File: config.mk
export PLATFORM = sky130hd
export DESIGN_NAME = snac_top
export DESIGN_NICKNAME = d
export VERILOG_FILES = /design/src/snac_pkg.sv /design/src/snac_mode_ctrl.sv /design/src/snac_pce_reader.sv /design/src/snac_port_combiner.sv /design/src/snac_serlatch_reader.sv /design/src/snac_top.sv
export SDC_FILE = /design/constraint.sdc
export NUM_CORES = 1
export LEC_CHECK = 0
export ABC_AREA = 0
export BUFFER_PORTS_ARGS = -buffer_cell sky130_fd_sc_hd__buf_2
export CAP_MARGIN = 20
export CORE_ASPECT_RATIO = 1.2
export CORE_MARGIN = 2
export CORE_UTILIZATION = 54
export CTS_CLUSTER_SIZE = 24
export DETAILED_ROUTE_END_ITERATION = 6
export GPL_TIMING_DRIVEN = 1
export PLACE_DENSITY = 0.76
export SYNTH_ARGS = -nofsm -noshare
export SYNTH_HDL_FRONTEND = slang
export SYNTH_SLANG_ARGS = --single-unit
File: constraint.sdc
create_clock -name i_clk -period 2.6 [get_ports i_clk]
set_clock_uncertainty 0.15 [all_clocks]
set_input_delay 0.52 -clock i_clk [delete_from_list [all_inputs] [get_ports i_clk]]
set_output_delay 0.52 -clock i_clk [all_outputs]
set_load 0.01 [all_outputs]
File: src/snac_pkg.sv
// Shared types and polling constants for the SNAC controller readers, imported by every RTL module
`default_nettype none

package snac_pkg;

    // Controller type codes as seen on the core's setting bus
    // Codes not listed here behave as disabled
    typedef enum logic [4:0] {
        DISABLED  = 5'd0,
        DB15      = 5'd1,
        NES       = 5'd2,
        SNES      = 5'd3,
        PCE_2BTN  = 5'd4,
        DB15_FAST = 5'd9,
        SNES_SWAP = 5'd11
    } snac_type_e;

    // Polling rates in Hz
    // The strobe accumulator runs at twice these
    localparam logic [31:0] SERLATCH_NORMAL_HZ = 32'd200_000;
    localparam logic [31:0] SERLATCH_FAST_HZ   = 32'd400_000;
    localparam logic [31:0] SNES_COMPAT_HZ     = 32'd50_000;
    localparam logic [31:0] PCE_NORMAL_HZ      = 32'd40_000;

    // One bit per button, 1 is pressed
    typedef logic [15:0] btn_word_t;

    // Reader enables, one hot or all zero
    typedef struct packed {
        logic serlatch_en;
        logic pce_en;
    } reader_sel_t;

    // Serial-latch flavours sharing one FSM
    typedef enum logic [1:0] {
        SL_DB15,
        SL_NES,
        SL_SNES,
        SL_SNES_SWAP
    } serlatch_var_e;

    // Adapter inputs after the synchronizer
    typedef struct packed {
        logic io3;
        logic in4;
        logic io6;
        logic in7;
    } cart_in_t;

    // Adapter outputs driven by a reader
    typedef struct packed {
        logic out1;
        logic out2;
        logic io5;
    } snac_drive_t;

    // Bits clocked per serial frame, NES only fills the low byte
    localparam int SNES_BITS      = 16;
    localparam int NES_VALID_BITS = 8;

endpackage

`default_nettype wire

File: src/snac_mode_ctrl.sv
// Controller type decoder and fractional strobe generator that paces both readers
`timescale 1ns/100ps
`default_nettype none

module snac_mode_ctrl import snac_pkg::*; #(
    parameter int unsigned MASTER_CLK_FREQ = 50_000_000
) (
    input  wire logic       i_clk,
    input  wire logic       i_rst,
    input  wire snac_type_e i_cont_type,
    output reader_sel_t     o_sel,
    output serlatch_var_e   o_sl_var,
    output logic            o_stb,
    output logic            o_restart
);

    // Step is (2 * rate / clock) scaled by 2^32
    function automatic logic [31:0] step_of(input logic [31:0] hz);
        logic [63:0] num;
        num = (64'(hz) * 64'd2) << 32;
        return 32'(num / 64'(MASTER_CLK_FREQ));
    endfunction

    localparam logic [31:0] STEP_SL_NORMAL = step_of(SERLATCH_NORMAL_HZ);
    localparam logic [31:0] STEP_SL_FAST   = step_of(SERLATCH_FAST_HZ);
    localparam logic [31:0] STEP_SNES      = step_of(SNES_COMPAT_HZ);
    localparam logic [31:0] STEP_PCE       = step_of(PCE_NORMAL_HZ);

    snac_type_e  type_r;
    logic [31:0] step;
    logic [31:0] acc;

    // Type sampled once, decode registered in the same cycle
    always_ff @(posedge i_clk) begin
        type_r    <= i_cont_type;
        o_restart <= i_rst || (type_r != i_cont_type);
        if (i_rst) begin
            o_sel    <= '0;
            o_sl_var <= SL_DB15;
            step     <= '0;
        end else begin
            o_sel    <= '0;
            o_sl_var <= SL_DB15;
            step     <= '0;
            case (i_cont_type)
                DB15: begin
                    o_sel.serlatch_en <= 1'b1;
                    step              <= STEP_SL_NORMAL;
                end
                DB15_FAST: begin
                    o_sel.serlatch_en <= 1'b1;
                    step              <= STEP_SL_FAST;
                end
                NES: begin
                    o_sel.serlatch_en <= 1'b1;
                    o_sl_var          <= SL_NES;
                    step              <= STEP_SNES;
                end
                SNES: begin
                    o_sel.serlatch_en <= 1'b1;
                    o_sl_var          <= SL_SNES;
                    step              <= STEP_SNES;
                end
                SNES_SWAP: begin
                    o_sel.serlatch_en <= 1'b1;
                    o_sl_var          <= SL_SNES_SWAP;
                    step              <= STEP_SNES;
                end
                PCE_2BTN: begin
                    o_sel.pce_en <= 1'b1;
                    step         <= STEP_PCE;
                end
                // Disabled and unknown codes
                default: ;
            endcase
        end
    end

    // Strobe is the carry out of the phase accumulator
    always_ff @(posedge i_clk) begin
        if (i_rst || o_restart) begin
            acc   <= '0;
            o_stb <= 1'b0;
        end else begin
            {o_stb, acc} <= {1'b0, acc} + {1'b0, step};
        end
    end

    // Step under half the clock keeps the strobe a one-cycle pulse
    a_stb_pulse: assert property (@(posedge i_clk) disable iff (i_rst)
        o_stb |=> !o_stb);

endmodule

`default_nettype wire

File: src/snac_pce_reader.sv
// Clear and select FSM reading one PC Engine 2-button pad, one phase per strobe
`timescale 1ns/100ps
`default_nettype none

module snac_pce_reader import snac_pkg::*; (
    input  wire logic     i_clk,
    input  wire logic     i_restart,
    input  wire logic     i_en,
    input  wire logic     i_stb,
    input  wire cart_in_t i_pins,
    output snac_drive_t   o_drive,
    output btn_word_t     o_p1
);

    typedef enum logic [1:0] {
        IDLE,
        CLR,
        SEL_HI,
        SEL_LO
    } pce_state_e;

    pce_state_e state;
    logic [3:0] dir_q;
    logic [3:0] nib;

    // Pad nibble through the harness, active low
    assign nib = ~{i_pins.in7, i_pins.io3, i_pins.io6, i_pins.in4};

    always_ff @(posedge i_clk) begin
        if (i_restart || !i_en) begin
            state <= IDLE;
            o_p1  <= '0;
        end else if (i_stb) begin
            case (state)
                IDLE:  state <= CLR;
                CLR:   state <= SEL_HI;
                SEL_HI: begin
                    // Select high shows the directions
                    dir_q <= nib;
                    state <= SEL_LO;
                end
                SEL_LO: begin
                    // Select low shows the buttons, word complete
                    o_p1  <= {8'h00, nib, dir_q};
                    state <= IDLE;
                end
                default: state <= IDLE;
            endcase
        end
    end

    // Clear pulse on out1
    assign o_drive.out1 = (state == CLR);
    // Select held high through clear and the direction read
    assign o_drive.out2 = (state == CLR) || (state == SEL_HI);
    // io5 unused by this pad
    assign o_drive.io5  = 1'b0;

    // Losing the enable inside a frame always comes with a restart
    a_en_hold: assert property (@(posedge i_clk) disable iff (i_restart)
        (state != IDLE) |-> i_en);

endmodule

`default_nettype wire

File: src/snac_port_combiner.sv
// Cartridge pin synchronizer and router, merges reader drives and button words for the core
`timescale 1ns/100ps
`default_nettype none

module snac_port_combiner import snac_pkg::*; (
    input  wire logic        i_clk,
    input  wire logic        i_rst,
    input  wire reader_sel_t i_sel,
    input  wire logic [7:4]  i_cart_bk0,
    input  wire logic        i_cart_pin31,
    input  wire snac_drive_t i_sl_drive,
    input  wire snac_drive_t i_pce_drive,
    input  wire btn_word_t   i_sl_p1,
    input  wire btn_word_t   i_sl_p2,
    input  wire btn_word_t   i_pce_p1,
    output cart_in_t         o_pins,
    output logic             o_cart_bk0_dir,
    output logic [1:0]       o_cart_bk1,
    output logic             o_cart_pin30,
    output logic             o_cart_pin30_dir,
    output logic             o_cart_pin31_dir,
    output btn_word_t        o_p1_btn,
    output btn_word_t        o_p2_btn
);

    cart_in_t    pins_meta;
    snac_drive_t drive_q;

    // Two-stage synchronizer, configuration A pin map
    always_ff @(posedge i_clk) begin
        pins_meta.in4 <= i_cart_bk0[7];
        pins_meta.in7 <= i_cart_bk0[5];
        pins_meta.io3 <= i_cart_bk0[4];
        pins_meta.io6 <= i_cart_pin31;
        o_pins        <= pins_meta;
    end

    // Only the enabled reader reaches the pins
    always_ff @(posedge i_clk) begin
        if (i_rst) begin
            drive_q <= '0;
        end else if (i_sel.serlatch_en) begin
            drive_q <= i_sl_drive;
        end else if (i_sel.pce_en) begin
            drive_q <= i_pce_drive;
        end else begin
            drive_q <= '0;
        end
    end

    // bank1 bit 7 is out2, bit 6 is out1
    assign o_cart_bk1   = {drive_q.out2, drive_q.out1};
    assign o_cart_pin30 = drive_q.io5;

    // Fixed directions, bank0 and pin31 in, pin30 out
    assign o_cart_bk0_dir   = 1'b0;
    assign o_cart_pin30_dir = 1'b1;
    assign o_cart_pin31_dir = 1'b0;

    // Player words from the active reader
    always_comb begin
        if (i_sel.serlatch_en) begin
            o_p1_btn = i_sl_p1;
            o_p2_btn = i_sl_p2;
        end else if (i_sel.pce_en) begin
            o_p1_btn = i_pce_p1;
            o_p2_btn = '0;
        end else begin
            o_p1_btn = '0;
            o_p2_btn = '0;
        end
    end

endmodule

`default_nettype wire

File: src/snac_serlatch_reader.sv
// Latch and clock FSM reading two DB15, NES or SNES pads, one bit phase per strobe
`timescale 1ns/100ps
`default_nettype none

module snac_serlatch_reader import snac_pkg::*; (
    input  wire logic          i_clk,
    input  wire logic          i_restart,
    input  wire logic          i_en,
    input  wire serlatch_var_e i_var,
    input  wire logic          i_stb,
    input  wire cart_in_t      i_pins,
    output snac_drive_t        o_drive,
    output btn_word_t          o_p1,
    output btn_word_t          o_p2
);

    typedef enum logic [1:0] {
        IDLE,
        LATCH,
        CLK_LO,
        CLK_HI
    } sl_state_e;

    sl_state_e  state;
    logic [3:0] bit_cnt;
    btn_word_t  sh1;
    btn_word_t  sh2;
    logic       d1;

    // Post-processing applied once the frame is complete
    function automatic btn_word_t finish(input btn_word_t raw, input serlatch_var_e v);
        btn_word_t w;
        w = raw;
        case (v)
            SL_NES: w[15:NES_VALID_BITS] = '0;
            SL_SNES_SWAP: begin
                // A/B swapped with X/Y
                w[0] = raw[1];
                w[1] = raw[0];
                w[8] = raw[9];
                w[9] = raw[8];
            end
            default: ;
        endcase
        return w;
    endfunction

    // DB15 has its data on both io3 and io6, pressed pulls low
    assign d1 = (i_var == SL_DB15) ? (i_pins.io3 & i_pins.io6) : i_pins.io3;

    always_ff @(posedge i_clk) begin
        if (i_restart || !i_en) begin
            state   <= IDLE;
            bit_cnt <= '0;
            o_p1    <= '0;
            o_p2    <= '0;
        end else if (i_stb) begin
            case (state)
                IDLE: begin
                    state   <= LATCH;
                    bit_cnt <= '0;
                end
                LATCH: state <= CLK_LO;
                CLK_LO: begin
                    // Sample as the clock goes high, data is still bit k
                    sh1[bit_cnt] <= ~d1;
                    sh2[bit_cnt] <= ~i_pins.in7;
                    state        <= CLK_HI;
                end
                CLK_HI: begin
                    if (bit_cnt == 4'(SNES_BITS - 1)) begin
                        o_p1  <= finish(sh1, i_var);
                        o_p2  <= finish(sh2, i_var);
                        state <= IDLE;
                    end else begin
                        bit_cnt <= bit_cnt + 4'd1;
                        state   <= CLK_LO;
                    end
                end
                default: state <= IDLE;
            endcase
        end
    end

    // Latch on out2, shared clock on out1, second pad clock on io5
    assign o_drive.out2 = (state == LATCH);
    assign o_drive.out1 = (state == CLK_HI);
    assign o_drive.io5  = (state == CLK_HI);

    // A variant change inside a frame always comes with a restart
    a_var_hold: assert property (@(posedge i_clk) disable iff (i_restart || !i_en)
        (state != IDLE) |-> $stable(i_var));

endmodule

`default_nettype wire

File: src/snac_top.sv
// SNAC adapter top level, polls the selected controller type and returns two player words
`timescale 1ns/100ps
`default_nettype none

module snac_top import snac_pkg::*; #(
    parameter int unsigned MASTER_CLK_FREQ = 50_000_000
) (
    input  wire logic       i_clk,
    input  wire logic       i_rst,
    input  wire snac_type_e i_cont_type,
    input  wire logic [7:4] i_cart_bk0,
    input  wire logic       i_cart_pin31,
    output logic            o_cart_bk0_dir,
    output logic [1:0]      o_cart_bk1,
    output logic            o_cart_pin30,
    output logic            o_cart_pin30_dir,
    output logic            o_cart_pin31_dir,
    output btn_word_t       o_p1_btn,
    output btn_word_t       o_p2_btn
);

    reader_sel_t   sel;
    serlatch_var_e sl_var;
    logic          stb;
    logic          restart;
    cart_in_t      pins;
    snac_drive_t   sl_drive;
    snac_drive_t   pce_drive;
    btn_word_t     sl_p1;
    btn_word_t     sl_p2;
    btn_word_t     pce_p1;

    // Type decode and strobe pacing
    snac_mode_ctrl #(
        .MASTER_CLK_FREQ(MASTER_CLK_FREQ)
    ) u_mode (
        .i_clk(i_clk), .i_rst(i_rst), .i_cont_type(i_cont_type),
        .o_sel(sel), .o_sl_var(sl_var), .o_stb(stb), .o_restart(restart)
    );

    // DB15, NES and SNES pads
    snac_serlatch_reader u_sl (
        .i_clk(i_clk), .i_restart(restart), .i_en(sel.serlatch_en), .i_var(sl_var),
        .i_stb(stb), .i_pins(pins), .o_drive(sl_drive), .o_p1(sl_p1), .o_p2(sl_p2)
    );

    // PC Engine 2-button pad
    snac_pce_reader u_pce (
        .i_clk(i_clk), .i_restart(restart), .i_en(sel.pce_en), .i_stb(stb),
        .i_pins(pins), .o_drive(pce_drive), .o_p1(pce_p1)
    );

    snac_port_combiner u_port (
        .i_clk(i_clk), .i_rst(i_rst), .i_sel(sel),
        .i_cart_bk0(i_cart_bk0), .i_cart_pin31(i_cart_pin31),
        .i_sl_drive(sl_drive), .i_pce_drive(pce_drive),
        .i_sl_p1(sl_p1), .i_sl_p2(sl_p2), .i_pce_p1(pce_p1),
        .o_pins(pins), .o_cart_bk0_dir(o_cart_bk0_dir), .o_cart_bk1(o_cart_bk1),
        .o_cart_pin30(o_cart_pin30), .o_cart_pin30_dir(o_cart_pin30_dir),
        .o_cart_pin31_dir(o_cart_pin31_dir), .o_p1_btn(o_p1_btn), .o_p2_btn(o_p2_btn)
    );

endmodule

`default_nettype wire

==> flow_metrics.tcl <==
set metrics [dict create \
    clkTransAtPathRegs_ns 0.06 \
    p_total_mw 4.97 \
    peakVddDrop_uv 379 \
    p_sw_frac 0.219 \
    io_pins 50 \
    outcome "complete, no violations" \
    crit_path_start_kind "flop" \
    async_reset_ff_frac 0 \
    p_seq_frac 0.486 \
    placed_cells 915 \
    avgSynthCellArea_um2 9.38 \
    p_int_mw 3.88 \
    stdcell_count 961 \
    yosysTopAreaCell "dfxtp_1" \
    fmax_mhz 386 \
    cts_buffer_depth 2 \
    grt_use_total 0.233 \
    power_switching_mw 1.09 \
    drt_wl_total_mm 15.3 \
    die_area_um2 13300 \
    globalRoute.totalOverflow 0 \
    rsz0062_at_grt "true" \
    port-buffer-count 45 \
    diodes 0 \
    syn_area_um2 6680 \
    finalCritPeriodShare 0.997 \
    p_leak_nw 3.22 \
    gp_congestion 0.911 \
    cts_sinks 150 \
    nets 832 \
    setup_violations 0 \
    max_slew_margin 0.492 \
    ant_nets 0 \
    drt_iter0_markers 306 \
    synth_top_area_share 0.342 \
    final_util 0.679 \
    core-area_um2 12100 \
    critPathMaxFanout 3 \
    clock_latency_ns 0.42 \
    maxCapViolations 0 \
    grt_max_degree 46 \
    syn_inst 712 \
    viasPerCell 5.62 \
    drc_errors 0 \
    first_pass_iters 6 \
    syn2layout_area_growth_pct 23.1 \
    cts_tree "built" \
    dpl.hpwl_mm 10.1 \
    fill_cells 899 \
    cts_inserted_buffers 17 \
    period_minus_slack_ns 2.59 \
    num_rows 44 \
    grt_pass1_vias 5503 \
    drive_gt1_frac 0.219 \
    cp-end-kind "flop" \
    slew_violations 0 \
    p_comb_frac 0.020 \
    ys_types 60 \
    grt_pass1_wl_mm 24.9 \
    yosys_warnings 0 \
    clock-root-buffer "clkbuf_16" \
    worstSetupPathType "reg2reg" \
    cp.required_ns 2.81 \
    synthFlopType "dfxtp_1" \
    initial_core_util 0.552 \
    synthTopCellsByArea "dfxtp_1 (34%), edfxtp_1 (16%), ha_1 (6.0%)" \
    hold_path.class "in2reg" \
    wl_per_cell_um 15.9 \
    seq_area_frac_synth 0.503 \
    crit_arrival_ns 2.80 \
    htree_levels 4 \
    hold_viol_final 0 \
    tns_ns 0 \
    vias 5397 \
    dieWidth_um 106 \
    ys_seq_elements 150 \
    p_per_area_nw_per_um2 604 \
    grt_antenna_before_repair 0 \
    dieHeight_um 126 \
    synth_edf_count 36 \
    power_frac_clock 0.494 \
    worst_pin_slew_ns 0.759 \
    hold_buffers 0 \
]
[final cells by class]
cell class | instances | area (um2) | share of cell area
clock inverters | 14 | 161 | 0.0196
clock buffers | 18 | 429 | 0.0522
inverters | 27 | 101 | 0.0123
flip-flops and latches | 150 | 3370 | 0.410
multi-input cells | 501 | 3400 | 0.413
well taps | 161 | 201 | 0.0245
repair buffers | 90 | 563 | 0.0684
[routing by layer]
metal / wire length [um] / vias to the layer above / track usage
met5: 0 / - / 0
met4: 518 / 0 / 0.101
met3: 632 / 43 / 0.0481
met2: 8130 / 154 / 0.432
met1: 5990 / 2588 / 0.254
li1: - / 2612 / -
[cell usage after synthesis, types with 10 or more instances]
cell type  number
a21o_1         12
dfxtp_1       114
nand2b_1       12
xnor2_1        16
nand3_1        18
and2_1         29
a211oi_1       10
nor3_1         15
ha_1           32
o21ai_0        23
inv_1          27
xor2_1         14
nand2_1        91
clkbuf_1       27
nor2_1         83
edfxtp_1       36
a21oi_1        43
a22o_1         12
[sequential cells by signal (all words and copies together) (netlist names), 5 cells and up]
| signal | cells |
|---|---|
| u_sl.o_p1 | 16 |
| u_pce.o_p1 | 8 |
| u_sl.sh2 | 16 |
| u_mode.acc | 32 |
| u_mode.type_r | 5 |
| u_sl.sh1 | 16 |
| u_sl.o_p2 | 16 |
| u_mode.step | 12 |
[cells by family (layout without fill, tap and decap cells)]
logic type	after synthesis	after routing	share of synthesized area
AOI/OAI and AO/OA	147	147	0.153
xor gates and xnor gates	30	30	0.0393
adders and majority gates	33	33	0.0629
buffers and inverters	62	149	0.0371
DFF	150	150	0.503
muxes	2	2	0.00300
other	2	3	0.00112
and+or+nand+nor	286	286	0.200
[cell usage in the layout (no fill, tap or decap), types with 6 or more instances in the layout]
cell / n
a211oi_1: 7
a21o_1: 12
a21oi_1: 40
a22o_1: 12
a311oi_1: 8
and2_1: 29
buf_2: 45
buf_4: 45
clkbuf_16: 17
dfxtp_1: 109
edfxtp_1: 36
ha_1: 21
ha_4: 10
inv_1: 25
inv_6: 7
nand2_1: 91
nand2b_1: 11
nand3_1: 17
nor2_1: 82
nor2b_1: 6
nor3_1: 15
o21ai_0: 18
xnor2_1: 16
xor2_1: 14
[critical path, cell delays in order (launching register included)]
cell       delay (ns)
dfxtp_1          0.38
ha_4             0.32
nand3_4          0.09
a2111oi_4        0.34
a21oi_4          0.13
o311ai_4         0.32
a31oi_1          0.16
buf_4            0.16
or4_1            0.39
nand3_1          0.07
[power by group through the flow]
stage          Clock (mW)  Combinational (mW)  Sequential [mW]
4_1_cts              2.48              0.0928             2.41
3_3_place_gp            0              0.0848             2.46
5_1_grt              2.61               0.109             2.42
2_1_floorplan           0              0.0584             2.46
3_5_place_dp            0              0.0894             2.47
6_report             2.46              0.0982             2.42
[final timing paths]
kind	from	endpoint	slack (ns)	cells past startpoint
worst max register to register	u_mode.step[12]$_SDFF_PP0_	u_mode.acc[29]$_SDFF_PP0_	0.007	9
worst max-delay path	u_mode.step[12]$_SDFF_PP0_	u_mode.acc[29]$_SDFF_PP0_	0.007	9
worst min-delay path	i_cart_pin31	u_port.pins_meta[1]$_DFF_P_	0.05	1
worst min register to register	u_port.pins_meta[0]$_DFF_P_	u_port.o_pins[0]$_DFF_P_	0.18	0
[repair_timing]
action,in CTS,in global routing
setup buffers,12,4
pin swaps,10,21
gates resized for setup,20,41
endpoints found under the setup margin,14,20
[through the flow]
| step | area [um2] | hold slack, ns | setup slack, ns |
|---|---|---|---|
| after floorplan | 6690 | 0.160 | 0.0673 |
| after global placement | 7200 | 0.162 | -0.116 |
| after detailed placement | 7200 | 0.162 | -0.172 |
| after CTS | 8000 | 0.0427 | 0.00763 |
| after global routing | 8230 | 0.0335 | -0.0643 |
| final | 8230 | 0.0479 | 0.00700 |
Note: power is estimated with default switching activity, not from simulation.
